### src/logic/alu_op_pkg.sv
`default_nettype none

package alu_op_pkg;

    localparam int op_bits = 3;

    localparam logic [op_bits-1:0] op_add  = 3'd0;
    localparam logic [op_bits-1:0] op_sub  = 3'd1;
    localparam logic [op_bits-1:0] op_neg  = 3'd2;
    localparam logic [op_bits-1:0] op_cube = 3'd3;
    localparam logic [op_bits-1:0] op_mul  = 3'd4; // highest legal code

endpackage

`default_nettype wire

### src/logic/exec_if.sv
`timescale 1ns/1ps
`default_nettype none

interface exec_if
    import alu_op_pkg::*;
#(
    parameter int M = 97
);

    logic               go; // one cycle per accepted command
    logic [op_bits-1:0] op;
    logic [2*M-1:0]     a;
    logic [2*M-1:0]     b;

    modport issue (
        output go,
        output op,
        output a,
        output b
    );

    modport run (
        input go,
        input op,
        input a,
        input b
    );

    // only needs to know when a new command starts
    modport watch (
        input go
    );

endinterface

`default_nettype wire

### src/logic/op_decode.sv
`timescale 1ns/1ps
`default_nettype none

module op_decode
    import alu_op_pkg::*;
#(
    parameter int M = 97
)
(
    input  logic               clk,
    input  logic               reset,
    input  logic               start,
    input  logic [op_bits-1:0] op,
    input  logic [2*M-1:0]     a,
    input  logic [2*M-1:0]     b,
    input  logic               value_valid,
    output logic               busy,
    exec_if.issue              cmd
);

    logic legal;
    logic accept;

    assign legal  = (op <= op_mul); // codes 5 to 7 are dropped here
    assign accept = start && !busy && legal;

    always_ff @(posedge clk)
    begin
        if (reset)
        begin
            busy   <= 1'b0;
            cmd.go <= 1'b0;
        end
        else
        begin
            cmd.go <= accept;
            if (accept)
                busy <= 1'b1;
            else if (value_valid)
                busy <= 1'b0;
        end
    end

    // command held steady while it runs
    always_ff @(posedge clk)
    begin
        if (accept)
        begin
            cmd.op <= op;
            cmd.a  <= a;
            cmd.b  <= b;
        end
    end

endmodule

`default_nettype wire

### src/flat_wrapper.sv
// flat-port wrapper written by rule: the top's interface ports become plain ports
module op_decode_flat import alu_op_pkg::*;
#(
    parameter int M = 97
)
  (clk, reset, start, op, a, b, value_valid, busy, cmd_go, cmd_op, cmd_a, cmd_b);
  exec_if #(.M(M)) cmd_i ();
  input  logic clk;
  input  logic reset;
  input  logic start;
  input  logic [op_bits-1:0] op;
  input  logic [2*M-1:0] a;
  input  logic [2*M-1:0] b;
  input  logic value_valid;
  output logic busy;
  output wire logic [$bits(cmd_i.go)-1:0] cmd_go;
  output wire logic [$bits(cmd_i.op)-1:0] cmd_op;
  output wire logic [$bits(cmd_i.a)-1:0] cmd_a;
  output wire logic [$bits(cmd_i.b)-1:0] cmd_b;
  assign cmd_go = cmd_i.go;
  assign cmd_op = cmd_i.op;
  assign cmd_a = cmd_i.a;
  assign cmd_b = cmd_i.b;
  op_decode #(.M(M)) u_core (.clk(clk), .reset(reset), .start(start), .op(op), .a(a), .b(b), .value_valid(value_valid), .busy(busy), .cmd(cmd_i));
endmodule
### config.mk
export PLATFORM = sky130hd
export DESIGN_NAME = op_decode_flat
export DESIGN_NICKNAME = d
export VERILOG_FILES = /design/src/logic/alu_op_pkg.sv /design/src/logic/exec_if.sv /design/src/logic/op_decode.sv /design/src/flat_wrapper.sv
export SDC_FILE = /design/constraint.sdc
export NUM_CORES = 1
export LEC_CHECK = 0
export ABC_AREA = 1
export BUFFER_PORTS_ARGS = -buffer_cell sky130_fd_sc_hd__buf_2
export CORE_AREA = 2 2 309 311
export CTS_BUF_LIST = sky130_fd_sc_hd__clkbuf_4
export CTS_CLUSTER_SIZE = 12
export DETAILED_ROUTE_END_ITERATION = 12
export DIE_AREA = 0 0 311 313
export PLACE_DENSITY_LB_ADDON = 0.1
export SLEW_MARGIN = 10
export SYNTH_ARGS = -nofsm -noshare
export SYNTH_HDL_FRONTEND = slang
export SYNTH_SLANG_ARGS = --single-unit
### constraint.sdc
create_clock -name clk -period 9.4 [get_ports clk]
set_input_delay 0.94 -clock clk [delete_from_list [all_inputs] [get_ports clk]]
set_output_delay 0.94 -clock clk [all_outputs]
set_load 0.03 [all_outputs]
==> flow_summary.json <==
{
  "status": "finished, final reports clean",
  "critPathArrivalTime_ns": 3.20,
  "insertion_delay_ns": 0.90,
  "worst-setup-path-type": "reg2reg",
  "design_area_sq_um": 19600,
  "htree_levels": 3,
  "cap_violations": 0,
  "setup.worst_path.end_class": "flip-flop",
  "avgSynthCellArea_sq_um": 29.4,
  "routed_via_density": 2.98,
  "ios": 788,
  "final_common_cell": "buf_2",
  "p_comb_share_pct": 10.8,
  "total_power_mw": 4.16,
  "wl_per_cell_microns": 16.4,
  "antenna_left": 0,
  "p_leak_nw": 8.04,
  "dp_slack_ns": 5.85,
  "cts.sinks": 393,
  "ys_ff_latch": 393,
  "p_int_mw": 3.08,
  "num_vias": 8159,
  "syn-instance-count": 403,
  "report.final.slew_viol_count": 0,
  "grt.overflow.total": 0,
  "grt_max_degree": 147,
  "max-vdd-ir-drop_uv": 87.5,
  "grt_usage_pct": 8.92,
  "final_cell_mix": "buf_2, edfxtp_1, clkbuf_4, dlygate4sd3_1, clkinv_1",
  "syn-cell-area_sq_um": 11800,
  "finalNetCount": 1782,
  "wl_microns": 45000,
  "cts_root_buffer": "clkbuf_4",
  "fin_ws_ns": 6.69,
  "drive_above_1_share_pct": 66.5,
  "synth_seq_area_share_pct": 99.5,
  "skew_ns": 0.0320,
  "hold_path_class": "in2reg",
  "slew_headroom_pct": 36.9,
  "grt_pass1_vias": 9001,
  "clockBufferDepth": 3,
  "cts_tree": "built",
  "fmax_mhz": 369,
  "setup_viol": 0,
  "instances_no_fill": 2742,
  "cp-start-kind": "flip-flop",
  "syn_nets": 798,
  "dieArea_sq_um": 97300,
  "initial_core_util_pct": 12.6,
  "cp.required_ns": 9.89,
  "tns_ns": 0,
  "placed_area_sq_um": 17400,
  "std_cell_rows": 113,
  "grt_pass1_wl_microns": 62200,
  "drt_iter0_drc": 303,
  "rsz0062_at_grt": "no",
  "antenna_found_initial": 11,
  "hold_slack_ns": 0.220,
  "power.density_nw_per_um2": 212,
  "final_hold_viol_count": 0,
  "die_w_microns": 311,
  "fin_crit_ns": 2.71,
  "dpl.cell_count": 2460,
  "p_sw_share_pct": 26.1,
  "core_sq_um": 94200,
  "die_height_microns": 313,
  "drc": 0,
  "gp_congestion": 0.758,
  "cts_buffers": 118,
  "worstPathMaxFanout": 146,
  "yosys_warnings": 0,
  "dr.pass1.iters": 4,
  "power.switching_mw": 1.08,
  "port_buffers": 787,
  "cts_resized": 0,
  "pwr-share-clk_pct": 39.4,
  "dp_hpwl_microns": 34200,
  "sequentialPowerShare_pct": 49.8,
  "clk_pin_slew_ns": 0.07,
  "fin_crit_sh_pct": 28.8,
  "worstMarginPinSlew_ns": 0.947,
  "fin_util_pct": 20.8,
  "area_growth_pct": 65.8,
  "synth.distinct_cells": 8
}
worst paths after layout:
path,from,slack [ns],end,cells after the start
worst min-delay path,b[25],0.22,u_core.cmd.b[25]$_DFFE_PP_,1
worst min register to register,u_core.busy$_SDFFE_PP0P_,0.51,u_core.busy$_SDFFE_PP0P_,2
worst max register to register,u_core.busy$_SDFFE_PP0P_,6.69,u_core.cmd.a[29]$_DFFE_PP_,5
worst max-delay path,u_core.busy$_SDFFE_PP0P_,6.69,u_core.cmd.a[29]$_DFFE_PP_,5
power by group through the flow:
| stage | combinational [mW] | sequential (mW) | clock [mW] |
|---|---|---|---|
| 4_1_cts | 0.463 | 2.07 | 1.76 |
| 3_5_place_dp | 0.438 | 2.11 | 0 |
| 3_3_place_gp | 0.440 | 2.11 | 0 |
| 6_report | 0.451 | 2.07 | 1.64 |
| 5_1_grt | 0.479 | 2.08 | 1.84 |
| 2_1_floorplan | 0.0353 | 2.32 | 0 |
per-layer routing:
metal,share of wire (%),GRT usage (%),vias up,wire [microns]
li1,-,-,3713,-
met1,30,7.37,3862,13400
met2,56,16.7,485,25000
met3,12,5.67,89,5510
met4,2.2,3.51,10,1010
met5,0.15,0,-,68
area by class of cell:
class / count / area, sq um
antenna: 7 / 17.5
inverter: 4 / 18.8
sequential: 393 / 11800
fill: 10300 / 74500
timing repair buffer: 864 / 4710
clock buffer: 174 / 1310
multi-input combinational: 6 / 40.0
tap: 1265 / 1580
clock inverter: 29 / 165
cells in the mapped netlist (all sizes together):
cell / count / area [sq um]
nand3b: 1 / 7.51
o21ai: 1 / 8.76
inv: 4 / 15.0
nand2: 2 / 7.51
nand3: 1 / 10.0
dfxtp: 2 / 40.0
nor2: 1 / 6.26
edfxtp: 391 / 11700
cells by family (layout without fill, tap and decap cells):
| group | count (synthesis) | after routing | share of synthesized area (%) |
|---|---|---|---|
| DFF | 393 | 393 | 99.5 |
| other | 0 | 7 | 0 |
| AOI/OAI and AO/OA | 1 | 1 | 0.0740 |
| buffers and inverters | 4 | 1071 | 0.127 |
| and+or+nand+nor | 5 | 5 | 0.264 |
flip-flops by register name, indices dropped and copies added (netlist names):
signal         cells
u_core.busy        1
u_core.cmd.op      3
u_core.cmd.b     194
u_core.cmd.a     194
u_core.cmd.go      1
worst max-delay path: stages, from the launching register on:
cell,delay (ns)
dfxtp_1,0.33
nor2_2,0.14
nand2_1,0.10
clkinvlp_4,0.10
buf_12,0.54
buf_4,0.86
repair_timing:
action,in CTS,in global routing
endpoints found under the hold margin,72,0
hold buffers,72,0
buffers inserted,0,0
No activity file was read; power rests on OpenSTA's default activity.
