[src/logic/alu_op_pkg.sv]
`default_nettype none

package alu_op_pkg;

    localparam int op_bits = 3;

    localparam logic [op_bits-1:0] op_add  = 3'd0;
    localparam logic [op_bits-1:0] op_sub  = 3'd1;
    localparam logic [op_bits-1:0] op_neg  = 3'd2;
    localparam logic [op_bits-1:0] op_cube = 3'd3;
    localparam logic [op_bits-1:0] op_mul  = 3'd4; // highest legal code

endpackage

`default_nettype wire

[src/logic/exec_if.sv]
`timescale 1ns/1ps
`default_nettype none

interface exec_if
    import alu_op_pkg::*;
#(
    parameter int M = 97
);

    logic               go; // one cycle per accepted command
    logic [op_bits-1:0] op;
    logic [2*M-1:0]     a;
    logic [2*M-1:0]     b;

    modport issue (
        output go,
        output op,
        output a,
        output b
    );

    modport run (
        input go,
        input op,
        input a,
        input b
    );

    // only needs to know when a new command starts
    modport watch (
        input go
    );

endinterface

`default_nettype wire

[src/logic/result_hold.sv]
`timescale 1ns/1ps
`default_nettype none

module result_hold #(
    parameter int M = 97
)
(
    input  logic           clk,
    input  logic           reset,
    exec_if.watch          cmd,
    input  logic           value_valid,
    input  logic [2*M-1:0] value,
    output logic [2*M-1:0] result,
    output logic           done
);

    always_ff @(posedge clk)
    begin
        if (reset)
        begin
            result <= '0;
            done   <= 1'b0;
        end
        else if (value_valid)
        begin
            result <= value;
            done   <= 1'b1;
        end
        else if (cmd.go)
            done <= 1'b0; // new command under way
    end

endmodule

`default_nettype wire

[src/flat_wrapper.sv]
// flat-port wrapper written by rule: the top's interface ports become plain ports
module result_hold_flat 
#(
    parameter int M = 97
)
  (clk, reset, value_valid, value, result, done, cmd_go);
  exec_if #(.M(M)) cmd_i ();
  input  logic clk;
  input  logic reset;
  input  logic value_valid;
  input  logic [2*M-1:0] value;
  output logic [2*M-1:0] result;
  output logic done;
  input wire logic [$bits(cmd_i.go)-1:0] cmd_go;
  assign cmd_i.go = cmd_go;
  result_hold #(.M(M)) u_core (.clk(clk), .reset(reset), .cmd(cmd_i), .value_valid(value_valid), .value(value), .result(result), .done(done));
endmodule
[config.mk]
export PLATFORM = sky130hd
export DESIGN_NAME = result_hold_flat
export DESIGN_NICKNAME = d
export VERILOG_FILES = /design/src/logic/alu_op_pkg.sv /design/src/logic/exec_if.sv /design/src/logic/result_hold.sv /design/src/flat_wrapper.sv
export SDC_FILE = /design/constraint.sdc
export NUM_CORES = 1
export LEC_CHECK = 0
export BUFFER_PORTS_ARGS = -buffer_cell sky130_fd_sc_hd__buf_2
export CAP_MARGIN = 30
export CELL_PAD_IN_SITES_DETAIL_PLACEMENT = 0
export CELL_PAD_IN_SITES_GLOBAL_PLACEMENT = 1
export CORE_MARGIN = 8
export CORE_UTILIZATION = 32
export DETAILED_ROUTE_END_ITERATION = 7
export GPL_ROUTABILITY_DRIVEN = 0
export PLACE_DENSITY = 0.9
export SYNTH_ARGS = -nofsm -noshare
export SYNTH_HDL_FRONTEND = slang
export SYNTH_SLANG_ARGS = --single-unit
[constraint.sdc]
create_clock -name clk -period 1.1 [get_ports clk]
set_input_delay 0.055 -clock clk [delete_from_list [all_inputs] [get_ports clk]]
set_output_delay 0.055 -clock clk [all_outputs]
set_load 0.02 [all_outputs]
==> parameters.txt, run 1 <==
Parameter                              Value

Floorplan
  Number of placement rows    54
  Area of the placeable core    0.0216 mm^2
  Area enclosed by the die boundary    0.0267 mm^2
  Effective utilization at floorplan    32.2%
  I/O pin cnt    393
  Die Y    164 um
  Die outline width    164 um

Global routing
  Largest net degree at the start of global routing    75
  Antenna violations before repair    3
  Via count of the first global-routing pass    7,371
  Overall routing resource usage    17.6%
  Wire length of the first global-routing pass    37,700 um
  Overflow after GRT    0

CTS
  Maximum count of clock buffers along a single path    2
  CTS tree    done
  CTS H-Tree Depth    4
  Cells resized by post-CTS repair    0
  CTS root buf    sky130_fd_sc_hd__clkbuf_16
  TritonCTS Buffers    17
  Number of sinks driven by the clock tree    195
  Worst skew pair latency    0.42 ns
  Clock input transition at the sequential cells of the worst setup and hold paths    0.07 ns

Cells and area
  Post-synthesis to final-layout area growth    68.9%
  Layout cell share with drive strength beyond 1    36.2%
  Filler instances    1,867
  Post-layout utilization of the core    54.4%
  Nets    1,410
  Post-layout instance count excluding filler cells    1,513

Worst setup path
  Max stage delay cell, worst path    sky130_fd_sc_hd__dfxtp_1
  Peak fanout along the critical path    2
  WP data required    1.04 ns
  Type of element capturing the critical path    primary output
  WS Path Type    reg -> out
  Max stage delay on crit path    0.38 ns
  Critical path buffer and inverter count    1
  Worst path arrival time    0.98 ns
  WP depth    1
  Number of cell instances on the worst register-to-register path    2
  Crit path launch type    flop
  Worst path top cell family by delay    flip-flops
  Critical Path, Cell by Cell    buf_2

Power
  Pint    12,000 uW
  Total power per unit cell area    1420 mW/mm^2
  Switching power total    4710 uW
  Worst supply voltage drop on vdd    0.856 mV
  Sw Share    28.2%
  Share of power burned in registers    46.1%
  Total Power Consumption    16,700 uW
  Clock network fraction of design power    35.7%
  Comb power frac    18.2%
  Leakage power of the design    0.00613 uW

Hold path
  Worst hold stages    3
  Path type of the worst min-delay path    in -> reg

STA
  Hold Fails Final Rpt    0
  Final clock period utilization by the worst path    94.2%
  Setup TNS after final layout    0 ns
  Measured slew at the worst slew-check pin    0.343 ns
  Setup Skew    0 ns
  Unrepaired setup endpoints after global routing    no
  Final period demand of the worst path    1.04 ns
  Remaining max-slew budget at the tightest pin    77.1%
  Fin worst setup slack    0.0638 ns
  Final number of setup-violating endpoints    0
  Max Fclk    0.965 GHz
  Number of max-slew violations in the final report    0

Synth
  YS warnings    0
  Mapped Avg Cell Area    11.1 um^2
  Flip-flop and latch count after synthesis    195
  Number of unique standard cell types used by synthesis    12
  Post-synthesis cell count    630
  Sequential fraction of the synthesis area    56.0%
  Syn_nets    828
  Synthesized cell area    0.00697 mm^2

Routing
  Number of detailed-route iterations in the first pass    4
  Vias after detailed routing    6,825
  Drc violations    0
  Number of nets with antenna violations after routing    0
  WL per Instance    16.4 um
  Violation count after the first detailed-route iteration    335
  Final routed wirelength across all metal layers    24,900 um
  Detailed-route vias per instance    4.51

Placement
  Setup slack after placement    0.101 ns
  Post-DP HPWL    16,100 um
  IO Port Bufs    392
  Number of cells after detailed placement    1,277

Flow run
  Max-cap violations    0

Run status
  Run status    finished clean
## area by class of cell
class / count / area, um^2 / share of cell area, %
timing repair buffer: 607 / 4250 / 36.1
sequential: 195 / 3900 / 33.2
multi-input combinational: 390 / 2680 / 22.8
clock buffer: 17 / 425 / 3.62
tap: 280 / 350 / 2.98
clock inverter: 15 / 138 / 1.17
antenna: 8 / 20.0 / 0.170
inverter: 1 / 3.75 / 0.0319
## path summary, 6_finish.rpt
check | slack [ns] | to | start
worst max-delay path | 0.06 | result[7] | u_core.result[7]
worst min-delay path | 0.06 | u_core.result[64] | value_valid
worst max register to register | 0.38 | u_core.result[161] | u_core.result[161]
worst min register to register | 0.48 | u_core.done | u_core.done
## power by group through the flow
stage	Combinational, uW	Sequential (uW)	Clock [uW]
6_report	3040	7700	5960
5_1_grt	3250	7740	6430
4_1_cts	3010	7680	6160
3_5_place_dp	2450	7840	0
3_3_place_gp	2410	7830	0
2_1_floorplan	927	8360	0
## what timing repair did
item	in CTS	in global routing
hold endpoints to repair	195	0
endpoints found under the setup margin	0	0
setup buffers	0	0
hold buffers	196	0
## sequential cells by signal, summed over array words and instances, names as in the netlist
name,count
u_core.done,1
u_core.result,194
## per-stage QoR
step / instance area (um^2) / hold slack, ns
finish: 11800 / 0.0617
global route: 11800 / 0.0661
CTS: 11700 / 0.0517
detailed placement: 9220 / 0.254
global placement: 9220 / 0.245
floorplan: 6970 / 0.202
## logic make-up after synthesis
family / Yosys count / share of synthesized area (%)
flops: 195 / 56.0
simple gates: 195 / 10.5
mux: 194 / 27.9
buf+inv: 45 / 5.46
compound gates: 1 / 0.0718
## cells in the mapped netlist, drive strengths merged
master	number	area share, %
a21oi	1	0.072
clkbuf	11	0.59
inv	1	0.054
mux2i	194	28
nand2b	1	0.090
buf	33	4.8
nor2	194	10
dfxtp	195	56
## routing by layer
| metal | wire length [um] | vias to the layer above | global-route usage [%] |
|---|---|---|---|
| li1 | - | 3247 | - |
| met1 | 9320 | 3211 | 17.8 |
| met2 | 12700 | 293 | 31.5 |
| met3 | 1770 | 74 | 5.37 |
| met4 | 1100 | 0 | 10.5 |
| met5 | 0 | - | 0 |
## worst register-to-register path: cells and delay by family, from the launching register on
family	cells	cell delay (ns)
muxes	1	0.19
DFF	1	0.32
and+or+nand+nor	1	0.09
## layout by cell type (no fill, tap or decap)
master / n
sky130_fd_sc_hd__buf_2: 390
sky130_fd_sc_hd__dlygate4sd3_1: 196
sky130_fd_sc_hd__dfxtp_1: 195
sky130_fd_sc_hd__mux2i_1: 194
sky130_fd_sc_hd__nor2_1: 194
sky130_fd_sc_hd__clkbuf_16: 17
sky130_fd_sc_hd__buf_12: 13
sky130_fd_sc_hd__diode_2: 8
sky130_fd_sc_hd__buf_4: 6
sky130_fd_sc_hd__inv_6: 5
sky130_fd_sc_hd__inv_8: 4
sky130_fd_sc_hd__clkinv_2: 3
sky130_fd_sc_hd__clkinv_4: 2
sky130_fd_sc_hd__inv_1: 1
sky130_fd_sc_hd__nand2b_1: 1
sky130_fd_sc_hd__a21oi_1: 1
sky130_fd_sc_hd__clkinv_8: 1
sky130_fd_sc_hd__buf_8: 1
sky130_fd_sc_hd__buf_6: 1
(Power assumes the default switching activity.)
==> inputs of run 2 (changes only) <==
--- a/config.mk
+++ b/config.mk
@@ -5,7 +5,7 @@
 export SDC_FILE = /design/constraint.sdc
 export NUM_CORES = 1
 export LEC_CHECK = 0
-export BUFFER_PORTS_ARGS = -buffer_cell sky130_fd_sc_hd__buf_2
+export BUFFER_PORTS_ARGS = -buffer_cell sky130_fd_sc_hd__clkbuf_2
 export CAP_MARGIN = 30
 export CELL_PAD_IN_SITES_DETAIL_PLACEMENT = 0
 export CELL_PAD_IN_SITES_GLOBAL_PLACEMENT = 1
==> constraint.sdc (replaced) <==
create_clock -name clk -period 1 [get_ports clk]
set_input_delay 0.05 -clock clk [delete_from_list [all_inputs] [get_ports clk]]
set_output_delay 0.05 -clock clk [all_outputs]
set_load 0.02 [all_outputs]
==> parameters.txt, run 2 (synthesis results as in run 1) <==
Parameter                              Value

Run status
  Run status    finished clean

Placement
  IO Port Bufs    392
  Setup slack after placement    0.0230 ns
  Post-DP HPWL    16,400 um

Worst setup path
  Worst reg2reg path endpoint    u_core.result[39]
  Critical path buffer and inverter count    1
  Critical Path, Cell by Cell    clkbuf_2
  WP data required    0.95 ns
  Number of cell instances on the worst register-to-register path    3
  Max stage delay on crit path    0.34 ns
  Critical path launch point    u_core.result[61]
  Type of element capturing the critical path    primary output
  Crit path launch type    flop
  Peak fanout along the critical path    2
  Reg-to-reg slack, setup    0.20 ns
  WS Path Type    reg -> out
  RR Startpoint    u_core.result[39]
  Worst path top cell family by delay    flip-flops
  Worst path arrival time    0.93 ns
  Max stage delay cell, worst path    sky130_fd_sc_hd__dfxtp_1

Floorplan
  Die outline width    164 um
  Number of placement rows    54
  Area enclosed by the die boundary    0.0267 mm^2
  Area of the placeable core    0.0216 mm^2
  I/O pin cnt    393
  Die Y    164 um
  Effective utilization at floorplan    32.2%

Cells and area
  Flip-flop count of the largest register after layout    194
  Leading cell types in the layout, fill and taps excluded    196 x sky130_fd_sc_hd__dlygate4sd3_1, 196 x sky130_fd_sc_hd__clkbuf_2, 194 x sky130_fd_sc_hd__mux2i_1, 194 x sky130_fd_sc_hd__nor2_1, 129 x sky130_fd_sc_hd__buf_4
  Nets    1,425
  Register with the highest flop count    u_core.result
  Registers with the highest flip-flop counts    u_core.result x194, u_core.done x1
  Layout cell share with drive strength beyond 1    47.2%
  Post-synthesis to final-layout area growth    86.7%

Global routing
  Via count of the first global-routing pass    7,530
  Overall routing resource usage    18.7%
  Largest net degree at the start of global routing    34
  Antenna violations before repair    3
  Overflow after GRT    0
  Wire length of the first global-routing pass    39,500 um

CTS
  CTS H-Tree Depth    4
  Number of sinks driven by the clock tree    195
  Clock input transition at the sequential cells of the worst setup and hold paths    0.07 ns
  CTS tree    done
  TritonCTS Buffers    17
  CTS root buf    sky130_fd_sc_hd__clkbuf_16
  Worst skew pair latency    0.42 ns
  Maximum count of clock buffers along a single path    2

STA
  Setup TNS after final layout    0 ns
  Measured slew at the worst slew-check pin    0.339 ns
  Final number of setup-violating endpoints    0
  Final clock period utilization by the worst path    97.8%
  Hold Fails Final Rpt    0
  Max Fclk    1.02 GHz
  Final period demand of the worst path    0.978 ns
  Setup Skew    0 ns
  Fin worst setup slack    0.0220 ns
  Unrepaired setup endpoints after global routing    yes
  Number of max-slew violations in the final report    0
  Remaining max-slew budget at the tightest pin    77.4%

Hold path
  Path type of the worst min-delay path    in -> reg
  Hold-critical path endpoint    u_core.result[64]
  Launch point of the worst hold path    value_valid
  Worst hold stages    3

Power
  Total power per unit cell area    1460 mW/mm^2
  Worst supply voltage drop on vdd    0.958 mV
  Leakage power of the design    0.00645 uW

Routing
  Final routed wirelength across all metal layers    27,200 um
  Vias after detailed routing    6,921
  Number of detailed-route iterations in the first pass    4
  Violation count after the first detailed-route iteration    323
  Detailed-route vias per instance    4.54
  WL per Instance    17.8 um
  Number of nets with antenna violations after routing    0
  Drc violations    0

Flow run
  Max-cap violations    0
==> run 2: cell types whose count changed in the layout (fill, tap and decap cells not counted), sizes merged <==
cell	previous run	this run
clkbuf	17	274
clkinv	6	4
buf	411	171
diode	8	4
clkinvlp	0	2
inv	10	7
==> run 2: where the power goes <==
group,internal (uW),switching (uW),leakage [uW]
sequential,8290,312,0.00166
clock,3350,3200,0.000269
combinational,2100,1770,0.00453
total,13700,5290,0.00645
==> run 2: cell type report <==
type,instances,area [um^2]
Fill cell,1618,8620
Inverter,1,3.75
Antenna cell,4,10.0
Tap cell,280,350
Clock buffer,19,443
Sequential cell,195,4070
Timing Repair Buffer,622,5330
Clock inverter,12,115
Multi-Input combinational cell,390,2680
==> run 2: worst max path at each step <==
stage	end	depth (start not counted)	slack (ns)
final	result[61]	1	0.02
after global routing	result[108]	1	-0.02
after CTS	result[67]	1	-0.006
after detailed placement	u_core.result[27]	4	0.02
after global placement	u_core.result[17]	4	0.04
after floorplan	u_core.result[142]	5	0.16
==> run 2: per-layer routing <==
metal | share of wire, % | global-route usage, % | vias up
met2 | 54 | 34.7 | 293
met4 | 4.2 | 9.75 | 0
li1 | - | - | 3276
met5 | 0 | 0 | -
met1 | 36 | 18.7 | 3281
met3 | 6.1 | 4.94 | 71
==> run 2: through the flow <==
stage	utilization [%]	power, uW	instances	cell area, um^2	hold WS [ns]
after floorplan	-	10200	630	6970	0.197
after global placement	42.7	11300	1285	9230	0.281
after detailed placement	42.7	11300	1285	9230	0.291
after CTS	58.3	18900	1512	12600	0.0331
after global routing	60.1	19800	1522	13000	0.0607
final	60.2	19000	1523	13000	0.0522
==> run 2: timing repair <==
item                                    4_1_cts  5_1_grt
endpoints found under the hold margin       195        0
gates resized for setup                     240      304
gates cloned                                  0        0
pin swaps                                     0        0
setup buffers                                 0        7
hold buffers                                196        0
endpoints found under the setup margin      127      176
==> inputs of run 3 (changes only) <==
--- a/config.mk
+++ b/config.mk
@@ -9,10 +9,12 @@
 export CAP_MARGIN = 30
 export CELL_PAD_IN_SITES_DETAIL_PLACEMENT = 0
 export CELL_PAD_IN_SITES_GLOBAL_PLACEMENT = 1
+export CORE_ASPECT_RATIO = 1.75
 export CORE_MARGIN = 8
 export CORE_UTILIZATION = 32
 export DETAILED_ROUTE_END_ITERATION = 7
 export GPL_ROUTABILITY_DRIVEN = 0
+export HOLD_SLACK_MARGIN = 0.1
 export PLACE_DENSITY = 0.9
 export SYNTH_ARGS = -nofsm -noshare
 export SYNTH_HDL_FRONTEND = slang
==> parameters.txt, run 3 (synthesis results as in run 1) <==
Parameter                              Value

Run status
  Run status    finished clean

Worst setup path
  Max stage delay on crit path    0.37 ns
  Type of element capturing the critical path    primary output
  WP depth    1
  Critical path launch point    u_core.result[24]
  Crit path launch type    flop
  WS Path Type    reg -> out
  RR Startpoint    u_core.result[156]
  WP data required    0.95 ns
  Critical Path, Cell by Cell    buf_6
  Reg-to-reg slack, setup    0.10 ns
  Critical path buffer and inverter count    1
  Worst reg2reg path endpoint    u_core.result[156]
  Peak fanout along the critical path    2
  Crit path capture    result[24]
  Max stage delay cell, worst path    sky130_fd_sc_hd__dfxtp_1
  Worst path arrival time    0.94 ns
  Worst path top cell family by delay    flip-flops
  Number of cell instances on the worst register-to-register path    3

CTS
  Maximum count of clock buffers along a single path    2
  CTS H-Tree Depth    4
  Number of sinks driven by the clock tree    195
  TritonCTS Buffers    17
  Worst skew pair latency    0.42 ns
  CTS root buf    sky130_fd_sc_hd__clkbuf_16
  Clock input transition at the sequential cells of the worst setup and hold paths    0.07 ns
  CTS tree    done

Placement
  Post-DP HPWL    17,200 um
  Number of cells after detailed placement    1,303
  Total placed instance area    0.00936 mm^2
  Setup slack after placement    0.0956 ns
  IO Port Bufs    392

Global routing
  Wire length of the first global-routing pass    46,200 um
  Largest net degree at the start of global routing    59
  Overall routing resource usage    22.4%
  Via count of the first global-routing pass    8,233
  Overflow after GRT    0
  Antenna violations before repair    1

Routing
  WL per Instance    20.1 um
  Vias after detailed routing    7,241
  Final routed wirelength across all metal layers    31,500 um
  Detailed-route vias per instance    4.63
  Number of detailed-route iterations in the first pass    6
  Drc violations    0
  Violation count after the first detailed-route iteration    367
  Number of nets with antenna violations after routing    0

STA
  Setup Skew    0 ns
  Measured slew at the worst slew-check pin    0.303 ns
  Fin worst setup slack    0.00674 ns
  Number of max-slew violations in the final report    0
  Remaining max-slew budget at the tightest pin    79.2%
  Unrepaired setup endpoints after global routing    yes
  Final number of setup-violating endpoints    0
  Final clock period utilization by the worst path    99.3%
  Hold Fails Final Rpt    0
  Final period demand of the worst path    0.993 ns
  Max Fclk    1.01 GHz

Floorplan
  Number of placement rows    71
  Area of the placeable core    0.0214 mm^2
  Die outline width    128 um
  I/O pin cnt    393
  Effective utilization at floorplan    32.5%
  Area enclosed by the die boundary    0.0269 mm^2
  Die Y    211 um

Hold path
  Path type of the worst min-delay path    in -> reg
  Launch point of the worst hold path    value_valid

Cells and area
  Post-layout instance count excluding filler cells    1,563
  Leading cell types in the layout, fill and taps excluded    196 x sky130_fd_sc_hd__dlygate4sd3_1, 195 x sky130_fd_sc_hd__clkbuf_2, 194 x sky130_fd_sc_hd__mux2i_1, 194 x sky130_fd_sc_hd__nor2_1, 191 x sky130_fd_sc_hd__dfxtp_2
  Leading cell type in the layout, fill and taps excluded    sky130_fd_sc_hd__dlygate4sd3_1
  Cell area after layout    0.0141 mm^2
  Post-synthesis to final-layout area growth    102%
  Nets    1,455
  Layout cell share with drive strength beyond 1    53.5%
  Flip-flop count of the largest register after layout    194
  Register with the highest flop count    u_core.result
  Registers with the highest flip-flop counts    u_core.result x194, u_core.done x1

Power
  Leakage power of the design    0.00685 uW
  Total power per unit cell area    1390 mW/mm^2
  Worst supply voltage drop on vdd    0.974 mV

Flow run
  Max-cap violations    0
-- run 3: power breakdown --
part	internal [uW]	switching [uW]	leakage [uW]
logic	2480	1910	0.00490
registers	8320	383	0.00168
clock network	3500	3050	0.000266
-- run 3: worst min-delay path by stage --
stage                                    end  slack, ns  depth (start not counted)
after floorplan           u_core.result[100]       0.20                          2
after global placement     u_core.result[74]       0.28                          3
after detailed placement   u_core.result[16]       0.29                          3
after CTS                  u_core.result[41]       0.15                          4
after global routing       u_core.result[59]        0.1                          4
final                     u_core.result[177]       0.09                          4
-- run 3: layer usage --
layer / share of wire, % / track usage (%)
met5: 0 / 0
met4: 6.9 / 17.3
met3: 6.5 / 6.60
met2: 54 / 41.1
met1: 33 / 20.1
-- run 3: metrics by stage --
step	TNS [ns]	hold slack (ns)	power (uW)	utilization (%)
3_3_place_gp	0	0.281	11300	43.7
6_report	0	0.0912	19600	65.9
4_1_cts	-0.134	0.147	19400	64.3
2_1_floorplan	0	0.197	10200	-
5_1_grt	-0.152	0.0989	20400	65.8
3_5_place_dp	0	0.291	11400	43.7
-- run 3: repair_timing --
action / in CTS / in global routing
buffers inserted: 1 / 30
setup endpoints to repair: 195 / 120
pin swaps: 0 / 0
hold endpoints to repair: 195 / 0
hold buffers: 198 / 0
gates resized for setup: 543 / 109
-- run 3: cell type report --
| class | count | area, um^2 |
|---|---|---|
| antenna | 3 | 7.51 |
| timing repair buffer | 652 | 6340 |
| fill | 1351 | 7310 |
| tap | 292 | 365 |
| multi-input combinational | 390 | 2680 |
| inverter | 1 | 3.75 |
| sequential | 195 | 4150 |
| clock buffer | 19 | 443 |
| clock inverter | 11 | 104 |
-- run 3: worst reg2reg max path, delay by kind of cell, from the launching register on --
family,cells,cell delay (ns)
buffers and inverters,1,0.13
flip-flops,1,0.34
multiplexers,1,0.25
AND/OR/NAND/NOR,1,0.07
